File: src/verilog/sm510_settings.svh
`ifndef SM510_SETTINGS_SVH
`define SM510_SETTINGS_SVH

`default_nettype none

// Reset program counter, page 3 / 7 / 00
`define SM510_RESET_PC 12'hDC0

// External ROM address width {pu, pm, pl}
`define SM510_ROM_ADDR_W 12

// Data path width
`define SM510_NIBBLE_W 4

// Data RAM entries, Bm x Bl
`define SM510_RAM_DEPTH 128

`default_nettype wire

`endif

File: src/verilog/sm510_isa_pkg.sv
`default_nettype none

package sm510_isa_pkg;

  ////////////////////////////////////////
  // Opcodes

  // Everything outside this list runs as NOP
  typedef enum logic [5:0] {
    OP_NOP,
    // Acc and RAM arithmetic
    OP_ADD, OP_ADD11, OP_ADX, OP_COMA, OP_ROT,
    OP_LAX, OP_KTA, OP_RC, OP_SC,
    // RAM transfer, Bm XOR immediate
    OP_EXC, OP_EXCI, OP_EXCD, OP_LDA,
    // RAM bit set and clear
    OP_RM, OP_SM,
    // B register
    OP_LB, OP_LBL, OP_INCB, OP_DECB, OP_EXBLA, OP_SBM,
    // Skip tests
    OP_TB, OP_TC, OP_TAM, OP_TMI, OP_TAO, OP_TABL, OP_TAL,
    // Output
    OP_ATL,
    // Program flow
    OP_T, OP_TL, OP_TML, OP_ATPL, OP_RTN0, OP_RTN1
  } opcode_e;

  ////////////////////////////////////////
  // Instruction stages

  typedef enum logic [1:0] {
    // Fetch, PC steps, skip taken here
    LOAD_PC,
    // First byte executes
    DECODE,
    // Second byte of LBL, TL, TML
    PERF_2
  } stage_e;

  // One decoded ROM byte
  typedef struct packed {
    opcode_e    op;
    // Low six bits of the byte
    logic [5:0] imm;
    // A second byte follows
    logic       two_byte;
  } decoded_t;

endpackage

`default_nettype wire

File: src/verilog/sm510_core_pkg.sv
`include "sm510_settings.svh"
`default_nettype none

package sm510_core_pkg;

  // Program counter, pl counts in polynomial order
  typedef struct packed {
    logic [1:0] pu;
    logic [3:0] pm;
    logic [5:0] pl;
  } pc_t;

  // RAM address, Bm picks the file and Bl the nibble
  typedef struct packed {
    logic [2:0] bm;
    logic [3:0] bl;
  } ram_addr_t;

  // One registered RAM write
  typedef struct packed {
    ram_addr_t                  addr;
    logic [`SM510_NIBBLE_W-1:0] data;
    logic                       wren;
  } ram_write_t;

endpackage

`default_nettype wire

File: src/verilog/sm510_decode.sv
`timescale 1ns/1ps
`default_nettype none

module sm510_decode (
  input  wire [7:0]               opcode_byte,
  output sm510_isa_pkg::decoded_t decoded
);

  always_comb begin
    decoded.imm = opcode_byte[5:0];
    // LBL xy and the whole 0x7 page carry a second byte
    decoded.two_byte = (opcode_byte == 8'h5F) || (opcode_byte[7:4] == 4'h7);
    decoded.op = sm510_isa_pkg::OP_NOP;

    casez (opcode_byte)
      8'h02: decoded.op = sm510_isa_pkg::OP_SBM;
      8'h03: decoded.op = sm510_isa_pkg::OP_ATPL;
      8'b0000_01??: decoded.op = sm510_isa_pkg::OP_RM;
      8'h08: decoded.op = sm510_isa_pkg::OP_ADD;
      8'h09: decoded.op = sm510_isa_pkg::OP_ADD11;
      8'h0A: decoded.op = sm510_isa_pkg::OP_COMA;
      8'h0B: decoded.op = sm510_isa_pkg::OP_EXBLA;
      8'b0000_11??: decoded.op = sm510_isa_pkg::OP_SM;
      // RAM transfers, low two bits XOR into Bm
      8'b0001_00??: decoded.op = sm510_isa_pkg::OP_EXC;
      8'b0001_01??: decoded.op = sm510_isa_pkg::OP_EXCI;
      8'b0001_10??: decoded.op = sm510_isa_pkg::OP_LDA;
      8'b0001_11??: decoded.op = sm510_isa_pkg::OP_EXCD;
      8'h2?: decoded.op = sm510_isa_pkg::OP_LAX;
      8'h3?: decoded.op = sm510_isa_pkg::OP_ADX;
      8'h4?: decoded.op = sm510_isa_pkg::OP_LB;
      8'h51: decoded.op = sm510_isa_pkg::OP_TB;
      8'h52: decoded.op = sm510_isa_pkg::OP_TC;
      8'h53: decoded.op = sm510_isa_pkg::OP_TAM;
      // Test memory bit, not the indexed call
      8'b0101_01??: decoded.op = sm510_isa_pkg::OP_TMI;
      8'h59: decoded.op = sm510_isa_pkg::OP_ATL;
      8'h5A: decoded.op = sm510_isa_pkg::OP_TAO;
      8'h5B: decoded.op = sm510_isa_pkg::OP_TABL;
      8'h5E: decoded.op = sm510_isa_pkg::OP_TAL;
      8'h5F: decoded.op = sm510_isa_pkg::OP_LBL;
      8'h64: decoded.op = sm510_isa_pkg::OP_INCB;
      8'h66: decoded.op = sm510_isa_pkg::OP_RC;
      8'h67: decoded.op = sm510_isa_pkg::OP_SC;
      8'h6A: decoded.op = sm510_isa_pkg::OP_KTA;
      8'h6B: decoded.op = sm510_isa_pkg::OP_ROT;
      8'h6C: decoded.op = sm510_isa_pkg::OP_DECB;
      8'h6E: decoded.op = sm510_isa_pkg::OP_RTN0;
      8'h6F: decoded.op = sm510_isa_pkg::OP_RTN1;
      // TL runs 0x70 to 0x7A, 0x7B is a hole in the silicon
      8'b0111_0???: decoded.op = sm510_isa_pkg::OP_TL;
      8'b0111_100?: decoded.op = sm510_isa_pkg::OP_TL;
      8'h7A: decoded.op = sm510_isa_pkg::OP_TL;
      8'b0111_11??: decoded.op = sm510_isa_pkg::OP_TML;
      // Short jump within the page
      8'b10??_????: decoded.op = sm510_isa_pkg::OP_T;
      default: decoded.op = sm510_isa_pkg::OP_NOP;
    endcase
  end

endmodule

`default_nettype wire

File: src/verilog/sm510_sequencer.sv
`timescale 1ns/1ps
`include "sm510_settings.svh"
`default_nettype none

module sm510_sequencer (
  input  wire                          clk,
  input  wire                          reset,
  input  wire                          clk_en,
  input  wire sm510_isa_pkg::decoded_t decoded,
  input  wire [7:0]                    second_byte,
  input  wire [`SM510_NIBBLE_W-1:0]    acc,
  input  wire                          skip_req,
  output sm510_isa_pkg::stage_e        stage,
  output sm510_isa_pkg::decoded_t      active_op,
  output sm510_core_pkg::pc_t          pc
);

  // Two-level return stack
  sm510_core_pkg::pc_t     stack_s;
  sm510_core_pkg::pc_t     stack_r;
  // First byte held over for PERF_2
  sm510_isa_pkg::decoded_t first_op;
  // pl before the LOAD_PC step, for ATPL
  logic [5:0]              last_pl;
  logic [5:0]              pl_step;

  // Shift right, XNOR of the two low bits enters at the top
  assign pl_step = {pc.pl[0] ~^ pc.pl[1], pc.pl[5:1]};

  assign active_op = (stage == sm510_isa_pkg::PERF_2) ? first_op : decoded;

  ////////////////////////////////////////
  // Stage machine and PC

  always_ff @(posedge clk) begin
    if (reset) begin
      stage   <= sm510_isa_pkg::LOAD_PC;
      pc      <= `SM510_RESET_PC;
      stack_s <= '0;
      stack_r <= '0;
    end else if (clk_en) begin
      case (stage)
        sm510_isa_pkg::LOAD_PC: begin
          pc.pl <= pl_step;
          // A skipped byte costs one cycle and no decode
          stage <= skip_req ? sm510_isa_pkg::LOAD_PC : sm510_isa_pkg::DECODE;
        end
        sm510_isa_pkg::DECODE: begin
          stage <= active_op.two_byte ? sm510_isa_pkg::PERF_2 : sm510_isa_pkg::LOAD_PC;
          case (active_op.op)
            sm510_isa_pkg::OP_T: pc.pl <= active_op.imm;
            // pl already stepped, put its upper bits back
            sm510_isa_pkg::OP_ATPL: pc.pl <= {last_pl[5:4], acc};
            sm510_isa_pkg::OP_RTN0,
            sm510_isa_pkg::OP_RTN1: begin
              pc      <= stack_s;
              stack_s <= stack_r;
            end
            default: begin
            end
          endcase
        end
        sm510_isa_pkg::PERF_2: begin
          stage <= sm510_isa_pkg::LOAD_PC;
          pc.pl <= pl_step;
          // Second byte gives pu and pl, first byte gives pm
          if (active_op.op == sm510_isa_pkg::OP_TL) begin
            pc <= {second_byte[7:6], active_op.imm[3:0], second_byte[5:0]};
          end else if (active_op.op == sm510_isa_pkg::OP_TML) begin
            // Return lands after the second byte
            stack_r <= stack_s;
            stack_s <= {pc.pu, pc.pm, pl_step};
            pc      <= {second_byte[7:6], 2'b00, active_op.imm[1:0], second_byte[5:0]};
          end
        end
        default: stage <= sm510_isa_pkg::LOAD_PC;
      endcase
    end
  end

  // Held bytes, no reset needed
  always_ff @(posedge clk) begin
    if (clk_en) begin
      if (stage == sm510_isa_pkg::LOAD_PC) begin
        last_pl <= pc.pl;
      end
      if (stage == sm510_isa_pkg::DECODE) begin
        first_op <= decoded;
      end
    end
  end

  // PERF_2 is only reached straight from a two-byte DECODE
  a_perf2_two_byte: assert property (@(posedge clk) disable iff (reset)
    stage == sm510_isa_pkg::PERF_2 |->
      active_op.two_byte && $past(stage) != sm510_isa_pkg::LOAD_PC);

endmodule

`default_nettype wire

File: src/verilog/sm510_execute.sv
`timescale 1ns/1ps
`include "sm510_settings.svh"
`default_nettype none

module sm510_execute (
  input  wire                          clk,
  input  wire                          reset,
  input  wire                          clk_en,
  input  wire sm510_isa_pkg::stage_e   stage,
  input  wire sm510_isa_pkg::decoded_t active_op,
  input  wire [7:0]                    second_byte,
  input  wire [`SM510_NIBBLE_W-1:0]    ram_rdata,
  input  wire [`SM510_NIBBLE_W-1:0]    input_k,
  input  wire                          input_ba,
  input  wire                          input_beta,
  output logic [`SM510_NIBBLE_W-1:0]   acc,
  output logic                         skip_req,
  output sm510_core_pkg::ram_addr_t    ram_raddr,
  output sm510_core_pkg::ram_write_t   ram_wr,
  output logic [`SM510_NIBBLE_W-1:0]   segment_l
);

  logic                       carry;
  sm510_core_pkg::ram_addr_t  b;
  // High Bm bit forced for one instruction after SBM
  logic                       temp_sbm;
  // Skip the next byte unconditionally
  logic                       skip_flag;
  // Skip the next byte only if it is another LAX
  logic                       lax_flag;
  logic [`SM510_NIBBLE_W:0]   sum;
  logic [`SM510_NIBBLE_W-1:0] bit_mask;
  // Write lands one enabled cycle after DECODE
  logic                       wr_en;
  sm510_core_pkg::ram_addr_t  wr_addr;
  logic [`SM510_NIBBLE_W-1:0] wr_data;

  assign ram_raddr = {b.bm[2] | temp_sbm, b.bm[1:0], b.bl};
  assign ram_wr    = {wr_addr, wr_data, wr_en};
  assign bit_mask  = 4'b0001 << active_op.imm[1:0];
  assign skip_req  = skip_flag | (lax_flag && active_op.op == sm510_isa_pkg::OP_LAX);

  // Shared adder for ADD, ADD11 and ADX
  always_comb begin
    case (active_op.op)
      sm510_isa_pkg::OP_ADX: sum = {1'b0, acc} + {1'b0, active_op.imm[3:0]};
      sm510_isa_pkg::OP_ADD11: sum = {1'b0, acc} + {1'b0, ram_rdata} + {4'b0, carry};
      default: sum = {1'b0, acc} + {1'b0, ram_rdata};
    endcase
  end

  ////////////////////////////////////////
  // Registers

  always_ff @(posedge clk) begin
    if (reset) begin
      acc       <= '0;
      carry     <= 1'b0;
      b         <= '0;
      segment_l <= '0;
      temp_sbm  <= 1'b0;
      skip_flag <= 1'b0;
      lax_flag  <= 1'b0;
      wr_en     <= 1'b0;
    end else if (clk_en) begin
      wr_en <= 1'b0;
      case (stage)
        sm510_isa_pkg::LOAD_PC: begin
          skip_flag <= 1'b0;
          lax_flag  <= 1'b0;
        end
        sm510_isa_pkg::DECODE: begin
          skip_flag <= 1'b0;
          lax_flag  <= active_op.op == sm510_isa_pkg::OP_LAX;
          temp_sbm  <= active_op.op == sm510_isa_pkg::OP_SBM;
          case (active_op.op)
            sm510_isa_pkg::OP_RM,
            sm510_isa_pkg::OP_SM: wr_en <= 1'b1;
            sm510_isa_pkg::OP_ADD: acc <= sum[3:0];
            sm510_isa_pkg::OP_ADD11: begin
              {carry, acc} <= sum;
              skip_flag    <= sum[4];
            end
            // Immediate A never skips, a die bug
            sm510_isa_pkg::OP_ADX: begin
              acc       <= sum[3:0];
              skip_flag <= sum[4] && active_op.imm[3:0] != 4'hA;
            end
            sm510_isa_pkg::OP_COMA: acc <= ~acc;
            sm510_isa_pkg::OP_ROT: {acc, carry} <= {carry, acc};
            sm510_isa_pkg::OP_LAX: acc <= active_op.imm[3:0];
            sm510_isa_pkg::OP_KTA: acc <= input_k;
            sm510_isa_pkg::OP_RC: carry <= 1'b0;
            sm510_isa_pkg::OP_SC: carry <= 1'b1;
            sm510_isa_pkg::OP_EXBLA: begin
              acc  <= b.bl;
              b.bl <= acc;
            end
            // Swap or load, old B is already in the write address
            sm510_isa_pkg::OP_EXC,
            sm510_isa_pkg::OP_EXCI,
            sm510_isa_pkg::OP_EXCD,
            sm510_isa_pkg::OP_LDA: begin
              acc       <= ram_rdata;
              wr_en     <= active_op.op != sm510_isa_pkg::OP_LDA;
              b.bm[1:0] <= b.bm[1:0] ^ active_op.imm[1:0];
              if (active_op.op == sm510_isa_pkg::OP_EXCI) begin
                b.bl      <= b.bl + 4'h1;
                skip_flag <= b.bl == 4'hF;
              end
              if (active_op.op == sm510_isa_pkg::OP_EXCD) begin
                b.bl      <= b.bl - 4'h1;
                skip_flag <= b.bl == 4'h0;
              end
            end
            sm510_isa_pkg::OP_INCB: begin
              b.bl      <= b.bl + 4'h1;
              skip_flag <= b.bl == 4'hF;
            end
            sm510_isa_pkg::OP_DECB: begin
              b.bl      <= b.bl - 4'h1;
              skip_flag <= b.bl == 4'h0;
            end
            // Upper Bl bits are the OR of the immediate pair
            sm510_isa_pkg::OP_LB: begin
              b.bm[1:0] <= active_op.imm[1:0];
              b.bl      <= {{2{|active_op.imm[3:2]}}, active_op.imm[3:2]};
            end
            sm510_isa_pkg::OP_TB: skip_flag <= input_beta;
            sm510_isa_pkg::OP_TAL: skip_flag <= input_ba;
            sm510_isa_pkg::OP_TC: skip_flag <= ~carry;
            sm510_isa_pkg::OP_TAM: skip_flag <= acc == ram_rdata;
            sm510_isa_pkg::OP_TMI: skip_flag <= ram_rdata[active_op.imm[1:0]];
            sm510_isa_pkg::OP_TAO: skip_flag <= acc == 4'h0;
            sm510_isa_pkg::OP_TABL: skip_flag <= acc == b.bl;
            sm510_isa_pkg::OP_ATL: segment_l <= acc;
            sm510_isa_pkg::OP_RTN1: skip_flag <= 1'b1;
            default: begin
            end
          endcase
        end
        sm510_isa_pkg::PERF_2: begin
          // LBL, bit 7 of the second byte is unused
          if (active_op.op == sm510_isa_pkg::OP_LBL) begin
            b <= {second_byte[6:4], second_byte[3:0]};
          end
        end
        default: begin
        end
      endcase
    end
  end

  // Write payload, captured with the read address of the instruction
  always_ff @(posedge clk) begin
    if (clk_en && stage == sm510_isa_pkg::DECODE) begin
      wr_addr <= ram_raddr;
      case (active_op.op)
        sm510_isa_pkg::OP_RM: wr_data <= ram_rdata & ~bit_mask;
        sm510_isa_pkg::OP_SM: wr_data <= ram_rdata | bit_mask;
        default: wr_data <= acc;
      endcase
    end
  end

  // Writes start only in the LOAD_PC that follows a DECODE
  a_wren_after_decode: assert property (@(posedge clk) disable iff (reset)
    $rose(ram_wr.wren) |->
      $past(stage) == sm510_isa_pkg::DECODE && stage == sm510_isa_pkg::LOAD_PC);

endmodule

`default_nettype wire

File: src/verilog/sm510_ram.sv
`timescale 1ns/1ps
`include "sm510_settings.svh"
`default_nettype none

module sm510_ram (
  input  wire                             clk,
  input  wire                             clk_en,
  input  wire sm510_core_pkg::ram_addr_t  raddr,
  input  wire sm510_core_pkg::ram_write_t wr,
  output logic [`SM510_NIBBLE_W-1:0]      rdata
);

  // Eight files of sixteen nibbles
  logic [`SM510_NIBBLE_W-1:0] mem [`SM510_RAM_DEPTH];

  always_ff @(posedge clk) begin
    if (clk_en && wr.wren) begin
      mem[wr.addr] <= wr.data;
    end
  end

  // Read is combinational
  assign rdata = mem[raddr];

endmodule

`default_nettype wire

File: src/verilog/sm510_top.sv
`timescale 1ns/1ps
`include "sm510_settings.svh"
`default_nettype none

module sm510_top (
  input  wire                          clk,
  input  wire                          reset,
  // Every state change waits for this
  input  wire                          clk_en,
  // Byte at the rom_addr sampled on the previous enabled edge
  input  wire [7:0]                    rom_data,
  output wire [`SM510_ROM_ADDR_W-1:0]  rom_addr,
  // K1-4 pins
  input  wire [`SM510_NIBBLE_W-1:0]    input_k,
  input  wire                          input_ba,
  input  wire                          input_beta,
  output wire [`SM510_NIBBLE_W-1:0]    segment_l
);

  sm510_isa_pkg::decoded_t    decoded;
  sm510_isa_pkg::decoded_t    active_op;
  sm510_isa_pkg::stage_e      stage;
  sm510_core_pkg::pc_t        pc;
  sm510_core_pkg::ram_addr_t  ram_raddr;
  sm510_core_pkg::ram_write_t ram_wr;
  logic [`SM510_NIBBLE_W-1:0] ram_rdata;
  logic [`SM510_NIBBLE_W-1:0] acc;
  logic                       skip_req;

  assign rom_addr = pc;

  ////////////////////////////////////////
  // Fetch and sequencing

  sm510_decode i_sm510_decode (
    .opcode_byte (rom_data),
    .decoded     (decoded)
  );

  // The ROM byte doubles as the second byte in PERF_2
  sm510_sequencer i_sm510_sequencer (
    .clk         (clk),
    .reset       (reset),
    .clk_en      (clk_en),
    .decoded     (decoded),
    .second_byte (rom_data),
    .acc         (acc),
    .skip_req    (skip_req),
    .stage       (stage),
    .active_op   (active_op),
    .pc          (pc)
  );

  ////////////////////////////////////////
  // Datapath

  sm510_execute i_sm510_execute (
    .clk         (clk),
    .reset       (reset),
    .clk_en      (clk_en),
    .stage       (stage),
    .active_op   (active_op),
    .second_byte (rom_data),
    .ram_rdata   (ram_rdata),
    .input_k     (input_k),
    .input_ba    (input_ba),
    .input_beta  (input_beta),
    .acc         (acc),
    .skip_req    (skip_req),
    .ram_raddr   (ram_raddr),
    .ram_wr      (ram_wr),
    .segment_l   (segment_l)
  );

  sm510_ram i_sm510_ram (
    .clk    (clk),
    .clk_en (clk_en),
    .raddr  (ram_raddr),
    .wr     (ram_wr),
    .rdata  (ram_rdata)
  );

endmodule

`default_nettype wire

File: config.mk
export PLATFORM = sky130hd
export DESIGN_NAME = sm510_top
export DESIGN_NICKNAME = d
export VERILOG_FILES = /design/src/verilog/sm510_isa_pkg.sv /design/src/verilog/sm510_core_pkg.sv /design/src/verilog/sm510_decode.sv /design/src/verilog/sm510_sequencer.sv /design/src/verilog/sm510_execute.sv /design/src/verilog/sm510_ram.sv /design/src/verilog/sm510_top.sv
export VERILOG_INCLUDE_DIRS = /design/src /design/src/verilog
export SDC_FILE = /design/constraint.sdc
export NUM_CORES = 1
export LEC_CHECK = 0
export ABC_AREA = 0
export BUFFER_PORTS_ARGS = -buffer_cell sky130_fd_sc_hd__buf_2
export CAP_MARGIN = 25
export CORE_MARGIN = 3
export CORE_UTILIZATION = 33
export CTS_CLUSTER_DIAMETER = 30
export CTS_CLUSTER_SIZE = 12
export DETAILED_ROUTE_END_ITERATION = 6
export PLACE_DENSITY = 0.44
export SYNTH_ARGS = -nofsm -noshare
export SYNTH_HDL_FRONTEND = slang
export SYNTH_HIERARCHICAL = 1
export SYNTH_SLANG_ARGS = --single-unit
File: constraint.sdc
create_clock -name clk -period 7.3 [get_ports clk]
set_input_delay 0.73 -clock clk [delete_from_list [all_inputs] [get_ports clk]]
set_output_delay 0.73 -clock clk [all_outputs]
set_load 0.02 [all_outputs]
==> results.py, run 1 <==
metrics = {
    "cts": {
        "cts_resized": 0,
        "cts_setup_buffers": 0,
        "cts_hold_buf": 0,
        "cts_buffers": 136,
        "clkLatencyLatePin_ns": 0.71,
        "cts_sinks": 596,
        "cts_tree": "built",
        "clockRootBuffer": "clkbuf_16",
        "clockBufferDepth": 3,
        "h-tree-depth": 4,
        "path_clk_slew_ns": 0.04,
    },
    "power_and_ir_drop": {
        "power.leakage_nw": 10.4,
        "powerDensity_nw_per_um2": 315,
        "ir_worst_vdd_mv": 0.192,
    },
    "worst_setup_path": {
        "reg2regPathDepth": 12,
        "endpoint_kind": "flop",
        "critPathKind": "reg2reg",
        "cp.arrival_ns": 5.75,
        "cp_slowest_cell": "dfxtp_4",
        "max_stage_delay_ns": 0.64,
        "critPathMostFrequentCell": "mux4_2",
        "r2r_slack_ns": 2.13,
        "critPathMaxFanout": 33,
        "r2r_start": "i_sm510_execute/ram_raddr[0]",
        "path_cells": "buf_12, mux4_2, mux4_2, mux4_2, mux2_2, ha_1, fa_1, xor2_1, nand2_1, or3_1, and3_1, o311a_1",
        "setup.worst_path.start_class": "flop",
        "r2r-end": "i_sm510_execute/skip_flag",
        "crit_required_ns": 7.88,
    },
    "sta": {
        "setup_viol": 0,
        "worstMarginPinSlew_ns": 1.08,
        "skew_ns": 0.0517,
        "setup_tns_ns": 0,
        "fin_hold_ws_ns": 0.460,
        "fin_crit_ns": 5.17,
        "fmax_mhz": 193,
        "drv_slew": 0,
        "rsz0062_at_grt": "false",
        "post-route-period-util_pct": 70.9,
        "report.final.hold_viol_count": 0,
        "relSlewSlack_pct": 28.2,
    },
    "yosys": {
        "syn_area_per_cell_um2": 16.4,
        "async_flop_share_pct": 0,
        "synth_top_area_share_pct": 60.9,
        "synthTopCellsByArea": "edfxtp_1 61%, mux4_2 15%, dfxtp_1 4.4%",
        "ys.warnings.count": 6,
        "synth_top_area_cell": "edfxtp_1",
        "syn-num-nets": 1662,
        "synthCells": 1623,
        "yosysSeqAreaShare_pct": 65.3,
        "synth-main-ff-cell": "edfxtp_1",
        "ys_types": 90,
        "ys_ff_latch": 596,
        "synth_edf_count": 538,
        "synthesis.area_um2": 26500,
    },
    "cells_and_area": {
        "area_growth_syn_to_layout_pct": 22.3,
        "final_common_cell": "edfxtp_1",
        "final_area_um2": 32400,
        "final_cell_mix": "538 x edfxtp_1, 200 x nor2_1, 171 x mux4_2, 136 x clkbuf_16, 62 x nand2_1",
        "diodes": 0,
        "post-route-util_pct": 40.9,
        "drive_above_1_share_pct": 28.5,
        "fin_nets": 1748,
    },
    "status": {
        "run_status": "finished clean",
    },
    "placement": {
        "gp_congestion": 0.790,
        "hpwl_um": 43500,
        "io_buffers": 32,
        "dpl_cell_area_um2": 27700,
    },
    "grt": {
        "grt_pass1_wl_um": 105000,
        "grt_pass1_vias": 16006,
        "antenna_found_initial": 1,
        "grt_usage_pct": 16.8,
        "grt_max_degree": 100,
        "grt-ovfl-total": 0,
    },
    "floorplanning": {
        "die_w_um": 290,
        "core_um2": 79300,
        "initial_core_util_pct": 33.5,
        "dieArea_um2": 83900,
        "placementRows": 103,
        "ios": 33,
        "die_h_um": 290,
    },
    "hold_path": {
        "min_to": "i_sm510_execute/wr_en",
        "holdPathStages": 2,
        "hold_path.class": "reg2reg",
        "hp-start": "i_sm510_execute/wr_en",
    },
    "route": {
        "ant_nets": 0,
        "wl_per_cell_um": 24.0,
        "vias_per_cell": 5.29,
        "drtIter0Drc": 1110,
        "totalWireLength_um": 68800,
        "drcViolationCount": 0,
        "vias": 15193,
        "dr.pass1.iters": 6,
    },
    "run": {
        "maxCapViolations": 0,
    },
}
-- logic make-up after synthesis --
| kind of cell | Yosys count | synth area share [%] |
|---|---|---|
| buffers and inverters | 149 | 2.74 |
| and+or+nand+nor | 416 | 7.85 |
| DFF | 596 | 65.3 |
| xor gates and xnor gates | 18 | 0.594 |
| AOI/OAI and AO/OA | 187 | 5.47 |
| muxes | 234 | 17.0 |
| adders and majority gates | 23 | 1.13 |
-- cell type report --
cell class	count	area, µm²
flip-flops and latches	596	17300
repair buffers	61	468
inverters	36	135
multi-input cells	878	8490
clock inverters	98	1200
fillers	7151	46800
clock buffers	151	3500
well taps	1050	1310
-- cells in the mapped netlist, types with 7 or more instances --
library cell,count
a211oi_1,8
a211oi_2,8
a21o_1,7
a21oi_1,38
a221oi_1,8
a222oi_1,8
a22o_1,7
a31oi_1,7
and3_1,7
buf_1,10
buf_2,27
buf_4,23
clkbuf_1,46
dfxtp_1,58
edfxtp_1,538
ha_1,20
inv_1,32
mux2_2,14
mux2i_1,49
mux4_2,171
nand2_1,62
nand2b_1,14
nand3_1,28
nand3b_1,7
nand4_1,12
nor2_1,200
nor2b_1,18
nor3_1,11
o21ai_0,25
o22ai_1,10
xnor2_1,9
xor2_1,9
-- metrics by stage --
stage	power [mW]	instances	worst slack, ns
2_1_floorplan	4.11	1623	2.60
3_3_place_gp	4.23	2619	2.14
3_5_place_dp	4.24	2620	2.14
4_1_cts	10.4	2869	2.10
5_1_grt	10.6	2870	1.86
6_report	10.2	2870	2.13
-- sequential cells by signal, summed over array words and instances, names as in the netlist, 4 cells and up --
| register | count |
|---|---|
| i_sm510_execute/ram_wr | 7 |
| i_sm510_execute/ram_raddr | 6 |
| i_sm510_ram/mem | 512 |
| i_sm510_execute/acc | 4 |
| i_sm510_execute/wr_data | 4 |
| i_sm510_sequencer/stack_s | 12 |
| i_sm510_execute/segment_l | 4 |
| i_sm510_sequencer/pc | 12 |
| i_sm510_sequencer/stack_r | 12 |
| i_sm510_sequencer/first_op | 13 |
-- power by group --
part           internal (mW)  switching [mW]
combinational          0.152           0.260
sequential              3.73          0.0335
clock                   4.01            2.05
total                   7.89            2.34
-- worst max path at each step --
stage,startpoint,endpoint,slack [ns],depth (start not counted)
after floorplan,i_sm510_execute/ram_raddr[0],i_sm510_execute/skip_flag,2.60,14
after global placement,i_sm510_execute/ram_raddr[0],i_sm510_execute/skip_flag,2.14,12
after detailed placement,i_sm510_execute/ram_raddr[0],i_sm510_execute/skip_flag,2.14,12
after CTS,i_sm510_execute/ram_raddr[0],i_sm510_execute/skip_flag,2.10,12
after global routing,i_sm510_execute/ram_raddr[0],i_sm510_execute/skip_flag,1.86,12
final,i_sm510_execute/ram_raddr[0],i_sm510_execute/skip_flag,2.13,12
-- metal layers --
| metal | track usage, % | part of all wire [%] | up-vias |
|---|---|---|---|
| met4 | 5.37 | 1.9 | 2 |
| met1 | 23.6 | 46 | 7993 |
| met3 | 3.85 | 4.6 | 104 |
| met2 | 26.0 | 47 | 385 |
| li1 | - | - | 6709 |
| met5 | 0 | 0.019 | - |
-- critical path, delay by kind of cell, from the launching register on --
kind / cells / cell delay (ns)
buffers and inverters: 1 / 0.33
adders and majority gates: 2 / 0.65
DFF: 1 / 0.64
muxes: 4 / 1.96
and+or+nand+nor: 3 / 0.69
xor gates and xnor gates: 1 / 0.37
AOI/OAI and AO/OA: 1 / 0.35
No activity file was read; power rests on OpenSTA's default activity.
==> inputs of run 2 (changes only) <==
--- a/config.mk
+++ b/config.mk
@@ -14,7 +14,7 @@
 export CTS_CLUSTER_DIAMETER = 30
 export CTS_CLUSTER_SIZE = 12
 export DETAILED_ROUTE_END_ITERATION = 6
-export PLACE_DENSITY = 0.44
+export PLACE_DENSITY = 0.46
 export SYNTH_ARGS = -nofsm -noshare
 export SYNTH_HDL_FRONTEND = slang
 export SYNTH_HIERARCHICAL = 1
==> constraint.sdc (replaced) <==
create_clock -name clk -period 4.6 [get_ports clk]
set_input_delay 0.46 -clock clk [delete_from_list [all_inputs] [get_ports clk]]
set_output_delay 0.46 -clock clk [all_outputs]
set_load 0.02 [all_outputs]
==> run 2 against run 1 <==
Against the previous run:
- worst hold slack got worse by 0.34 ns
- sequential share of layout area fell by 1.7 points
- final area rose by 3.2%
- register-to-register slack got worse by 2.1 ns
==> results.py, run 2 (synthesis gave the netlist of run 1 again) <==
metrics = {
    "route": {
        "wl_per_cell_um": 23.5,
        "ant_nets": 0,
        "vias": 15453,
        "drcViolationCount": 0,
        "totalWireLength_um": 69700,
        "dr.pass1.iters": 5,
        "vias_per_cell": 5.20,
        "drtIter0Drc": 1302,
    },
    "sta": {
        "fin_crit_ns": 4.53,
        "relSlewSlack_pct": 37.1,
        "post-route-period-util_pct": 98.4,
        "skew_ns": 0.0464,
        "setup_viol": 0,
        "report.final.hold_viol_count": 0,
        "setup_tns_ns": 0,
        "drv_slew": 0,
        "fmax_mhz": 221,
        "worstMarginPinSlew_ns": 0.944,
    },
    "cells_and_area": {
        "area_growth_syn_to_layout_pct": 26.2,
        "final_common_cell": "edfxtp_1",
        "final_cell_mix": "538 x edfxtp_1, 200 x nor2_1, 171 x mux4_2, 143 x clkbuf_16, 96 x buf_4",
        "fin_nets": 1842,
        "largest_reg_flops": 512,
        "post-route-util_pct": 42.2,
        "final_area_um2": 33500,
        "drive_above_1_share_pct": 31.8,
        "reg_top3": "i_sm510_ram/mem x512, i_sm510_sequencer/first_op x13",
        "layout.cells.non_filler": 2969,
        "top_register": "i_sm510_ram/mem",
    },
    "grt": {
        "grt-ovfl-total": 0,
        "grt_pass1_wl_um": 105000,
        "grt_pass1_vias": 16203,
        "grt_max_degree": 129,
        "antenna_found_initial": 3,
        "grt_usage_pct": 16.8,
    },
    "floorplanning": {
        "die_w_um": 290,
        "die_h_um": 290,
        "ios": 33,
        "dieArea_um2": 83900,
        "core_um2": 79300,
        "initial_core_util_pct": 33.5,
        "placementRows": 103,
    },
    "power_and_ir_drop": {
        "finalPower_mw": 16.4,
        "powerDensity_nw_per_um2": 490,
        "power.leakage_nw": 10.9,
        "ir_worst_vdd_mv": 0.305,
    },
    "worst_setup_path": {
        "critPathKind": "reg2reg",
        "cp.arrival_ns": 5.10,
        "r2r_start": "i_sm510_execute/ram_raddr[0]",
        "crit_required_ns": 5.17,
        "setup.worst_path.start_class": "flop",
        "endpoint_kind": "flop",
        "critPathMaxFanout": 15,
        "setup.worst_path.start": "i_sm510_execute/ram_raddr[0]",
    },
    "cts": {
        "cts_hold_buf": 0,
        "cts_tree": "built",
        "clockRootBuffer": "clkbuf_16",
        "h-tree-depth": 4,
        "path_clk_slew_ns": 0.04,
        "cts_buffers": 139,
        "cts_sinks": 596,
        "clkLatencyLatePin_ns": 0.71,
        "clockBufferDepth": 3,
    },
    "placement": {
        "dp.cells": 2683,
        "dpl_cell_area_um2": 28300,
        "io_buffers": 32,
        "hpwl_um": 45200,
        "gp_congestion": 0.818,
    },
    "run": {
        "maxCapViolations": 0,
    },
    "hold_path": {
        "hold_path.class": "in2reg",
        "hp-start": "reset",
    },
    "status": {
        "run_status": "finished clean",
    },
}
==> run 2: worst max-delay path: stages (launching register included) <==
cell	delay, ns
dfxtp_4	0.44
buf_12	0.19
mux4_2	0.52
mux4_2	0.53
mux4_2	0.54
mux2_4	0.32
ha_4	0.18
fa_1	0.56
ha_2	0.19
nand2_1	0.07
or3_1	0.37
and3_4	0.18
o311a_1	0.33
==> run 2: worst paths after layout <==
path / end / slack [ns] / depth (start not counted)
worst max-delay path: i_sm510_execute/skip_flag / 0.07 / 12
worst min register to register: i_sm510_execute/lax_flag / 0.48 / 2
worst max register to register: i_sm510_execute/skip_flag / 0.07 / 12
worst min-delay path: i_sm510_execute/acc[1] / 0.12 / 2
==> run 2: metal layers <==
metal / routed length (µm) / vias up / global-route usage [%] / part of all wire, %
met3: 3500 / 91 / 3.98 / 5.0
li1: - / 6907 / - / -
met2: 33500 / 409 / 26.7 / 48
met4: 1220 / 0 / 5.32 / 1.8
met1: 31500 / 8046 / 23.0 / 45
met5: 0 / - / 0 / 0
==> run 2: what timing repair did <==
item / in CTS / in global routing
pin swaps: 1 / 2
gates resized for setup: 4 / 11
cloned: 0 / 2
endpoints found under the hold margin: 0 / 0
buffers inserted: 4 / 22
endpoints found under the setup margin: 1 / 4
==> run 2: where the power goes <==
| group | internal, mW | leakage [nW] | switching [mW] |
|---|---|---|---|
| Clock | 6.45 | 2.26 | 3.23 |
| Combinational | 0.301 | 3.32 | 0.440 |
| Sequential | 5.92 | 5.31 | 0.0412 |
==> run 2: area by class of cell <==
class                   count  area (µm²)
fillers                  7074       45800
clock inverters            84        1080
inverters                  36         135
flip-flops and latches    596       17300
well taps                1050        1310
diodes                      1        2.50
clock buffers             172        3690
multi-input cells         878        8560
repair buffers            152        1380
==> run 2: through the flow <==
| step | setup WS, ns | hold WS [ns] |
|---|---|---|
| detailed placement | 0.00392 | 0.455 |
| global route | -0.0398 | 0.0945 |
| finish | 0.0716 | 0.119 |
| floorplan | 0.0126 | 0.430 |
| global placement | 0.0314 | 0.447 |
| CTS | 0.00718 | 0.0789 |
